**config.mk**
```make
export PLATFORM = sky130hd
export DESIGN_NAME = fp_sincos
export DESIGN_NICKNAME = d
export VERILOG_FILES = /design/src/logic/fp_sincos_pkg.sv /design/src/logic/fp_sincos.sv /design/src/logic/fp_pack_round.sv /design/src/logic/cordic_rotator.sv /design/src/logic/fp_angle_prep.sv
export SDC_FILE = /design/constraint.sdc
export NUM_CORES = 2
export LEC_CHECK = 0
export ABC_AREA = 1
export ABC_CLOCK_PERIOD_IN_PS = 15400
export BUFFER_PORTS_ARGS = -buffer_cell sky130_fd_sc_hd__buf_2
export CORE_ASPECT_RATIO = 1.2
export CORE_MARGIN = 8
export CORE_UTILIZATION = 30
export CTS_BUF_LIST = sky130_fd_sc_hd__clkbuf_8
export DETAILED_ROUTE_END_ITERATION = 10
export GPL_TIMING_DRIVEN = 1
export PLACE_DENSITY = 0.43
export SLEW_MARGIN = 25
export SYNTH_ARGS = -nofsm -noshare
export SYNTH_HDL_FRONTEND = slang
export SYNTH_SLANG_ARGS = --single-unit
export TNS_END_PERCENT = 1
```
**constraint.sdc**
```tcl
create_clock -name clk -period 15.4 [get_ports clk]
set_input_delay 2.31 -clock clk [delete_from_list [all_inputs] [get_ports clk]]
set_output_delay 2.31 -clock clk [all_outputs]
set_load 0.01 [all_outputs]
```
**src/logic/fp_sincos_pkg.sv**
```systemverilog
package fp_sincos_pkg;

	// =========================================================================
	// Word and field types
	// =========================================================================

	// IEEE binary32 word, sign in bit 31, exponent in 30:23, fraction in 22:0
	typedef logic [31:0] fp32_t;
	typedef logic [7:0] exp_t;
	// Significand including the hidden bit
	typedef logic [23:0] sig_t;
	// Signed Q2.30 fixed point, used for the angle and both vector components
	typedef logic signed [31:0] fix_t;
	// Rotator iteration index
	typedef logic [4:0] iter_t;

	// Angle handed from the input side to the rotator
	typedef struct packed {
		fix_t angle;
		logic sin_neg;
		logic cos_neg;
		logic invalid;
	} prep_t;

	// Raw rotator result with the sign flags carried alongside
	typedef struct packed {
		fix_t sin_v;
		fix_t cos_v;
		logic sin_neg;
		logic cos_neg;
		logic invalid;
	} rot_t;

	typedef enum logic [1:0] {
		IDLE,
		RUN,
		FINISH
	} rot_state_e;

	// =========================================================================
	// Format constants
	// =========================================================================

	localparam int FRAC_W = 23;
	localparam int FIX_FRAC = 30;
	localparam int EXP_BIAS = 127;
	// An operand with this exponent lands in Q2.30 without any shift
	localparam exp_t EXP_FIX0 = exp_t'(EXP_BIAS + FRAC_W - FIX_FRAC);
	// Below this the whole significand falls off the bottom of Q2.30
	localparam exp_t EXP_ZERO = exp_t'(EXP_FIX0 - FRAC_W - 1);
	// Largest exponent that still fits the unsigned Q2.30 magnitude
	localparam exp_t EXP_MAX = exp_t'(EXP_BIAS + 1);

	localparam fp32_t QNAN = 32'h7FC0_0000;

	// =========================================================================
	// CORDIC constants, all Q2.30
	// =========================================================================

	localparam int CORDIC_ITER = 30;
	localparam fix_t CORDIC_X0 = 32'sd652032874;
	// Pi does not fit the signed range, so it is kept as an unsigned magnitude
	localparam logic [31:0] PI_FIX = 32'd3373259426;
	localparam fix_t HALF_PI_FIX = 32'sd1686629713;

	// Entry i holds atan(2**-i), from i = 10 on it is just 2**-i
	localparam fix_t ATAN_TABLE [CORDIC_ITER] = '{
		843314857, 497837829, 263043837, 133525159, 67021687,
		33543516, 16775851, 8388437, 4194283, 2097149,
		1048576, 524288, 262144, 131072, 65536,
		32768, 16384, 8192, 4096, 2048,
		1024, 512, 256, 128, 64,
		32, 16, 8, 4, 2
	};

	// Pipeline depths around the rotator
	localparam int PREP_DEPTH = 2;
	localparam int PACK_DEPTH = 2;
	// Load cycle plus one cycle per iteration in the rotator
	localparam int SINCOS_LATENCY = PREP_DEPTH + 1 + CORDIC_ITER + PACK_DEPTH;

endpackage
```
**src/logic/fp_sincos.sv**
```systemverilog
module fp_sincos (
	input  logic                 clk,
	input  logic                 rst,
	input  logic                 ld_i,
	input  fp_sincos_pkg::fp32_t a_i,
	output fp_sincos_pkg::fp32_t sin_o,
	output fp_sincos_pkg::fp32_t cos_o,
	output logic                 done_o,
	output logic                 busy_o
);
	import fp_sincos_pkg::*;

	prep_t prep;
	logic  prep_vld;
	rot_t  rot;
	logic  rot_vld;
	logic  rot_busy;

	// Loads seen while busy are dropped
	logic  ld_go;
	// Covers the two input-side cycles before the rotator takes over busy
	logic  ld_pend;

	assign ld_go  = ld_i & ~busy_o;
	assign busy_o = ld_pend | rot_busy;

	always_ff @(posedge clk) begin
		if (rst)
			ld_pend <= 1'b0;
		else if (ld_go)
			ld_pend <= 1'b1;
		else if (prep_vld)
			ld_pend <= 1'b0;
	end

	fp_angle_prep u_prep (
		.clk       (clk),
		.rst       (rst),
		.ld_i      (ld_go),
		.a_i       (a_i),
		.prep_o    (prep),
		.prep_vld_o(prep_vld)
	);

	cordic_rotator u_rot (
		.clk       (clk),
		.rst       (rst),
		.prep_i    (prep),
		.prep_vld_i(prep_vld),
		.rot_o     (rot),
		.rot_vld_o (rot_vld),
		.busy_o    (rot_busy)
	);

	fp_pack_round u_pack (
		.clk      (clk),
		.rst      (rst),
		.rot_i    (rot),
		.rot_vld_i(rot_vld),
		.sin_o    (sin_o),
		.cos_o    (cos_o),
		.done_o   (done_o)
	);

endmodule

```
**src/logic/fp_pack_round.sv**
```systemverilog
module fp_pack_round (
	input  logic                 clk,
	input  logic                 rst,
	input  fp_sincos_pkg::rot_t  rot_i,
	input  logic                 rot_vld_i,
	output fp_sincos_pkg::fp32_t sin_o,
	output fp_sincos_pkg::fp32_t cos_o,
	output logic                 done_o
);
	import fp_sincos_pkg::*;

	// One component after normalization, leading one sits in bit 31 of sig
	typedef struct packed {
		logic        sign;
		logic        zero;
		exp_t        exp;
		logic [31:0] sig;
	} norm_t;

	logic  s1_vld;
	logic  s1_bad;
	norm_t sin_n;
	norm_t cos_n;

	// =========================================================================
	// Shared per-component logic
	// =========================================================================

	// Magnitude, leading-zero count and left shift
	function automatic norm_t normalize(fix_t v, logic neg);
		logic [31:0] mag;
		logic [5:0]  lz;
		norm_t       n;
		mag = v[31] ? 32'(-v) : 32'(v);
		lz  = 6'd32;
		// Lowest to highest, so the last hit is the leading one
		for (int i = 0; i < 32; i++) begin
			if (mag[i])
				lz = 6'(31 - i);
		end
		// A small overshoot past zero flips the sign of the raw component
		n.sign = neg ^ v[31];
		n.zero = (lz == 6'd32);
		// Bit 30 of the magnitude has weight 1, hence 127 + 1 - lz
		n.exp  = exp_t'(9'd128 - {3'd0, lz});
		n.sig  = mag << lz;
		return n;
	endfunction

	// Round to nearest-even on the bits below the 23-bit fraction
	function automatic fp32_t round_pack(norm_t n);
		logic [22:0] frac;
		logic        rnd;
		logic        stk;
		logic        up;
		logic [23:0] sum;
		exp_t        e;
		fp32_t       r;
		frac = n.sig[30:8];
		rnd  = n.sig[7];
		stk  = |n.sig[6:0];
		up   = rnd & (stk | frac[0]);
		sum  = {1'b0, frac} + 24'(up);
		// Carry out means the fraction wrapped to zero, one binade up
		e    = n.exp + exp_t'(sum[23]);
		if (n.zero)
			r = {n.sign, 31'd0};
		else
			r = {n.sign, e, sum[22:0]};
		return r;
	endfunction

	// =========================================================================
	// Two register stages
	// =========================================================================

	always_ff @(posedge clk) begin
		if (rst) begin
			s1_vld <= 1'b0;
			done_o <= 1'b0;
		end else begin
			s1_vld <= rot_vld_i;
			done_o <= s1_vld;
		end
	end

	always_ff @(posedge clk) begin
		if (rot_vld_i) begin
			s1_bad <= rot_i.invalid;
			sin_n  <= normalize(rot_i.sin_v, rot_i.sin_neg);
			cos_n  <= normalize(rot_i.cos_v, rot_i.cos_neg);
		end
		// Outputs only change with done_o and hold until the next one
		if (s1_vld) begin
			sin_o <= s1_bad ? QNAN : round_pack(sin_n);
			cos_o <= s1_bad ? QNAN : round_pack(cos_n);
		end
	end

endmodule

```
**src/logic/cordic_rotator.sv**
```systemverilog
module cordic_rotator (
	input  logic                 clk,
	input  logic                 rst,
	input  fp_sincos_pkg::prep_t prep_i,
	input  logic                 prep_vld_i,
	output fp_sincos_pkg::rot_t  rot_o,
	output logic                 rot_vld_o,
	output logic                 busy_o
);
	import fp_sincos_pkg::*;

	rot_state_e state;
	iter_t      cnt;

	// Vector components and residual angle
	fix_t x_r;
	fix_t y_r;
	fix_t z_r;
	fix_t x_sh;
	fix_t y_sh;

	logic sin_neg_r;
	logic cos_neg_r;
	logic invalid_r;

	// Arithmetic shifts by the iteration index
	assign x_sh = x_r >>> cnt;
	assign y_sh = y_r >>> cnt;

	// =========================================================================
	// Control FSM
	// =========================================================================

	// FINISH lingers for the output stages so that busy covers them too
	always_ff @(posedge clk) begin
		if (rst) begin
			state     <= IDLE;
			cnt       <= '0;
			rot_vld_o <= 1'b0;
		end else begin
			rot_vld_o <= 1'b0;
			case (state)
				IDLE: begin
					if (prep_vld_i) begin
						state <= RUN;
						cnt   <= '0;
					end
				end
				RUN: begin
					if (cnt == iter_t'(CORDIC_ITER - 1)) begin
						state     <= FINISH;
						cnt       <= '0;
						rot_vld_o <= 1'b1;
					end else begin
						cnt <= cnt + 1'b1;
					end
				end
				FINISH: begin
					if (cnt == iter_t'(PACK_DEPTH))
						state <= IDLE;
					else
						cnt <= cnt + 1'b1;
				end
				default: state <= IDLE;
			endcase
		end
	end

	// =========================================================================
	// Rotation datapath
	// =========================================================================

	always_ff @(posedge clk) begin
		if (state == IDLE && prep_vld_i) begin
			// Starting at the inverse gain leaves a unit vector at the end
			x_r       <= CORDIC_X0;
			y_r       <= '0;
			z_r       <= prep_i.angle;
			sin_neg_r <= prep_i.sin_neg;
			cos_neg_r <= prep_i.cos_neg;
			invalid_r <= prep_i.invalid;
		end else if (state == RUN) begin
			// Turn toward zero residual angle
			if (!z_r[31]) begin
				x_r <= x_r - y_sh;
				y_r <= y_r + x_sh;
				z_r <= z_r - ATAN_TABLE[cnt];
			end else begin
				x_r <= x_r + y_sh;
				y_r <= y_r - x_sh;
				z_r <= z_r + ATAN_TABLE[cnt];
			end
		end
	end

	// Results stay put from FINISH until the next load
	assign rot_o.sin_v   = y_r;
	assign rot_o.cos_v   = x_r;
	assign rot_o.sin_neg = sin_neg_r;
	assign rot_o.cos_neg = cos_neg_r;
	assign rot_o.invalid = invalid_r;

	assign busy_o = (state != IDLE);

endmodule

```
**src/logic/fp_angle_prep.sv**
```systemverilog
module fp_angle_prep (
	input  logic                 clk,
	input  logic                 rst,
	input  logic                 ld_i,
	input  fp_sincos_pkg::fp32_t a_i,
	output fp_sincos_pkg::prep_t prep_o,
	output logic                 prep_vld_o
);
	import fp_sincos_pkg::*;

	// Operand fields, split combinationally
	exp_t        a_exp;
	sig_t        a_sig;
	logic [31:0] a_mag;
	logic        a_bad;

	// First stage, magnitude already in unsigned Q2.30
	logic        s1_vld;
	logic        s1_sign;
	logic        s1_bad;
	logic [31:0] s1_mag;

	// Second stage decisions
	logic        over_pi;
	logic        over_half;

	// =========================================================================
	// Stage 1: decompose and convert to fixed point
	// =========================================================================

	always_comb begin
		a_exp = a_i[30:23];
		// Subnormals get no hidden bit, they fall below EXP_ZERO anyway
		a_sig = {a_exp != 8'd0, a_i[22:0]};
		if (a_exp < EXP_ZERO)
			a_mag = '0;
		else if (a_exp >= EXP_FIX0)
			a_mag = {8'd0, a_sig} << (a_exp - EXP_FIX0);
		else
			a_mag = {8'd0, a_sig} >> (EXP_FIX0 - a_exp);
		// Covers infinity and NaN too, since their exponent is all ones
		a_bad = (a_exp > EXP_MAX);
	end

	// =========================================================================
	// Stage 2: range check and fold into the first quadrant
	// =========================================================================

	// Anything above pi is outside the supported range
	assign over_pi = (s1_mag > PI_FIX);
	// sin(pi - a) = sin(a) and cos(pi - a) = -cos(a)
	assign over_half = (s1_mag > $unsigned(HALF_PI_FIX));

	always_ff @(posedge clk) begin
		if (rst) begin
			s1_vld     <= 1'b0;
			prep_vld_o <= 1'b0;
		end else begin
			s1_vld     <= ld_i;
			prep_vld_o <= s1_vld;
		end
	end

	always_ff @(posedge clk) begin
		if (ld_i) begin
			s1_sign <= a_i[31];
			s1_bad  <= a_bad;
			s1_mag  <= a_mag;
		end
		if (s1_vld) begin
			prep_o.invalid <= s1_bad | over_pi;
			// Sine is odd, so its sign follows the operand
			prep_o.sin_neg <= s1_sign;
			// Cosine is even, only the fold flips it
			prep_o.cos_neg <= over_half;
			if (s1_bad || over_pi)
				prep_o.angle <= '0;
			else if (over_half)
				prep_o.angle <= fix_t'(PI_FIX - s1_mag);
			else
				prep_o.angle <= fix_t'(s1_mag);
		end
	end

endmodule

```
==> reports/results.txt <==
postcts setup bufs: 0
Final Hold Viols: 0
later-pin clock latency in the skew report: 0.67 ns
global-route wire length before repair: 176,000 um
Longest Clk Path Bufs: 3
initial core utilization: 30.3%
Routability Congestion: 0.901
DRC violations left: 0
Max Clock Skew: 0.0320 ns
Worst Hold Class: reg -> reg
Layout area overhead: 8.83%
ys async rst share: 0%
H-tree Lvls: 3
Hold-fix buffers, CTS: 0
WL/cell: 18.1 um
CP arrival: 7.35 ns
Root Buffer: clkbuf_8
unrepaired setup endpoints after global routing: false
Top FF cell, synth: edfxtp_1
Final #Nets: 4,952
Ports: 101
worst-margin pin slew: 0.985 ns
final worst path period need: 6.81 ns
Routed WL: 113,000 um
GRT Total Usage: 18.8%
EDFF count, synth: 251
Final Setup Violations: 0
WS Path Type: reg -> reg
biggest regs: u_pack.cos_n x41, u_pack.sin_n x41, u_prep.prep_o x35
maxcap violations: 0
initial antenna violation count: 3
port buffer count: 100
hpwl dp: 89,000 um
post-synth cell types: 75
hold path start: u_prep.s1_sign$_DFFE_PP_
WHS Path Cells: 0
fin crit share: 44.2%
Num CTS Buffers: 67
largest net degree at the start of global routing: 85
syn nets: 4,952
Syn Inst Count: 4,788
Routed Antenna Nets: 0
status: complete, no violations
Critical path buffers and inverters: 3
Ys Warns: 0
vias in the first global route: 31,000
Mapped Area: 0.0317 mm2
CORE AREA: 0.105 mm2
CP max-delay cell: inv_1
Yosys reg bits: 328
max_slew headroom: 33.9%
DRT iter0 DRCs: 2,128
routed via count: 31,400
Max FO, Critical Path: 28
setup TNS: 0 ns
CP Data Required Time: 15.95 ns
Crit. End Element: flop
crit-path max cell delay: 0.59 ns
reg2reg path depth: 35
r2r setup slk: 8.59 ns
Worst-path clk slew: 0.06 ns
Clock Sink Count: 328
TritonCTS clock tree: yes
TritonRoute pass-1 iters: 7
Slew Viols, Final: 0
Avg Cell Area, Syn: 6.63 um2
Die Height: 372 um
Die ar.: 0.116 mm2
Highest Clock Rate: 147 MHz
layout cells sized above 1: 7.47%
register area share after synthesis: 28.6%
family with the most delay on the worst path: compound AO/OA/AOI/OAI gates
reg-to-reg startpoint: u_rot.y_r[31]$_SDFFE_PP0P_
gr ovfl total: 0
Resize count post-CTS: 0
row count: 130
Reg-to-Reg End: u_rot.x_r[31]$_SDFFE_PP0P_
startpoint types: flop
via/cell ratio: 5.05
Die Width: 313 um
WHS Endpoint: u_prep.prep_o[2]$_DFFE_PP_
==> routing by layer <==
metal,global-route usage [%],part of all wire [%],wire (um),vias up
met1,20.6,40,45200,14500
met3,2.15,3.5,3900,205
met4,8.63,4.6,5220,0
met5,0,0,0,-
met2,36.0,52,58500,665
li1,-,-,-,16100
==> placed cells by master (no fill, tap or decap), types with 7 or more instances in the layout <==
cell type / instances
a211oi_1: 14
nand2_1: 1126
o221ai_1: 17
o211ai_1: 37
nand2_2: 14
clkinv_1: 16
buf_2: 100
a21oi_1: 295
and3_1: 10
nor3_1: 80
dfxtp_1: 72
nor2_2: 16
nand3_2: 10
inv_2: 25
o22ai_1: 30
o32ai_1: 8
o21ai_2: 7
xnor2_1: 38
o21bai_1: 7
ha_1: 125
nor4_1: 15
a31oi_1: 30
o21a_1: 9
nand3_1: 446
edfxtp_1: 251
nand3b_1: 7
nor3b_1: 17
nor2_1: 462
a22oi_1: 8
nand4_1: 36
o31ai_1: 21
mux2i_1: 60
xor2_1: 163
buf_4: 35
clkbuf_8: 75
o21ai_1: 68
o21ai_0: 400
or2_2: 27
inv_1: 575
==> how the worst max path moves through the flow <==
stage / start / end / slack [ns] / cells past startpoint
floorplan: u_rot.cnt[0]$_SDFFE_PP0P_ / u_rot.y_r[31]$_SDFFE_PP0P_ / 10.11 / 38
global placement: u_rot.cnt[2]$_SDFFE_PP0P_ / u_rot.y_r[31]$_SDFFE_PP0P_ / 8.44 / 34
detailed placement: u_rot.cnt[2]$_SDFFE_PP0P_ / u_rot.y_r[31]$_SDFFE_PP0P_ / 8.40 / 34
CTS: u_rot.cnt[2]$_SDFFE_PP0P_ / u_rot.y_r[31]$_SDFFE_PP0P_ / 8.40 / 34
global route: u_rot.cnt[0]$_SDFFE_PP0P_ / u_rot.y_r[31]$_SDFFE_PP0P_ / 7.87 / 33
finish: u_rot.y_r[31]$_SDFFE_PP0P_ / u_rot.x_r[31]$_SDFFE_PP0P_ / 8.59 / 35
==> area by class of cell <==
| type | count | area [um2] |
|---|---|---|
| Sequential cell | 328 | 9090 |
| Clock inverter | 39 | 254 |
| Timing Repair Buffer | 136 | 791 |
| Multi-Input combinational cell | 3664 | 19400 |
| Inverter | 591 | 2220 |
| Clock buffer | 75 | 1030 |
| Tap cell | 1386 | 1730 |
| Antenna cell | 2 | 5.00 |
| Fill cell | 11700 | 70200 |
==> kinds of logic after synthesis <==
logic type,Yosys count,share of synthesized area [%]
xor gates and xnor gates,202,5.60
and+or+nand+nor,2288,31.0
AOI/OAI and AO/OA,985,17.5
buffers and inverters,796,10.3
DFF,328,28.6
adders and majority gates,129,5.16
muxes,60,1.89
==> cells in the mapped netlist (21+ instances only) <==
library cell	n	area, um2
o21ai_1	68	340
a21oi_1	295	1480
a31oi_1	30	188
xor2_1	163	1430
or2_2	27	169
o21ai_0	400	2000
nand4_1	36	225
clkbuf_1	100	375
inv_1	560	2100
dfxtp_1	77	1540
inv_2	23	86.3
o211ai_1	37	278
xnor2_1	38	333
buf_1	22	82.6
o22ai_1	30	188
edfxtp_1	251	7540
nand3_1	446	2230
nand2_1	1126	4230
o31ai_1	21	158
buf_2	47	235
nor3_1	80	400
mux2i_1	60	601
nor2_1	463	1740
ha_1	126	1580
==> per-stage QoR <==
stage                     area, um2  utilization (%)  setup slack, ns  hold slack, ns  std cells
final                         34500             33.0             8.59           0.423       6221
after global routing          34500             33.0             7.87           0.433       6221
after CTS                     34500             32.9             8.40           0.426       6218
after detailed placement      33200             31.7             8.40           0.409       6104
after global placement        33200             31.7             8.44           0.401       6104
after floorplan               31700                -            10.11           0.400       4788
Power is not shown: default switching activity piles up to over one toggle a cycle in this logic, so the estimate is an artifact.
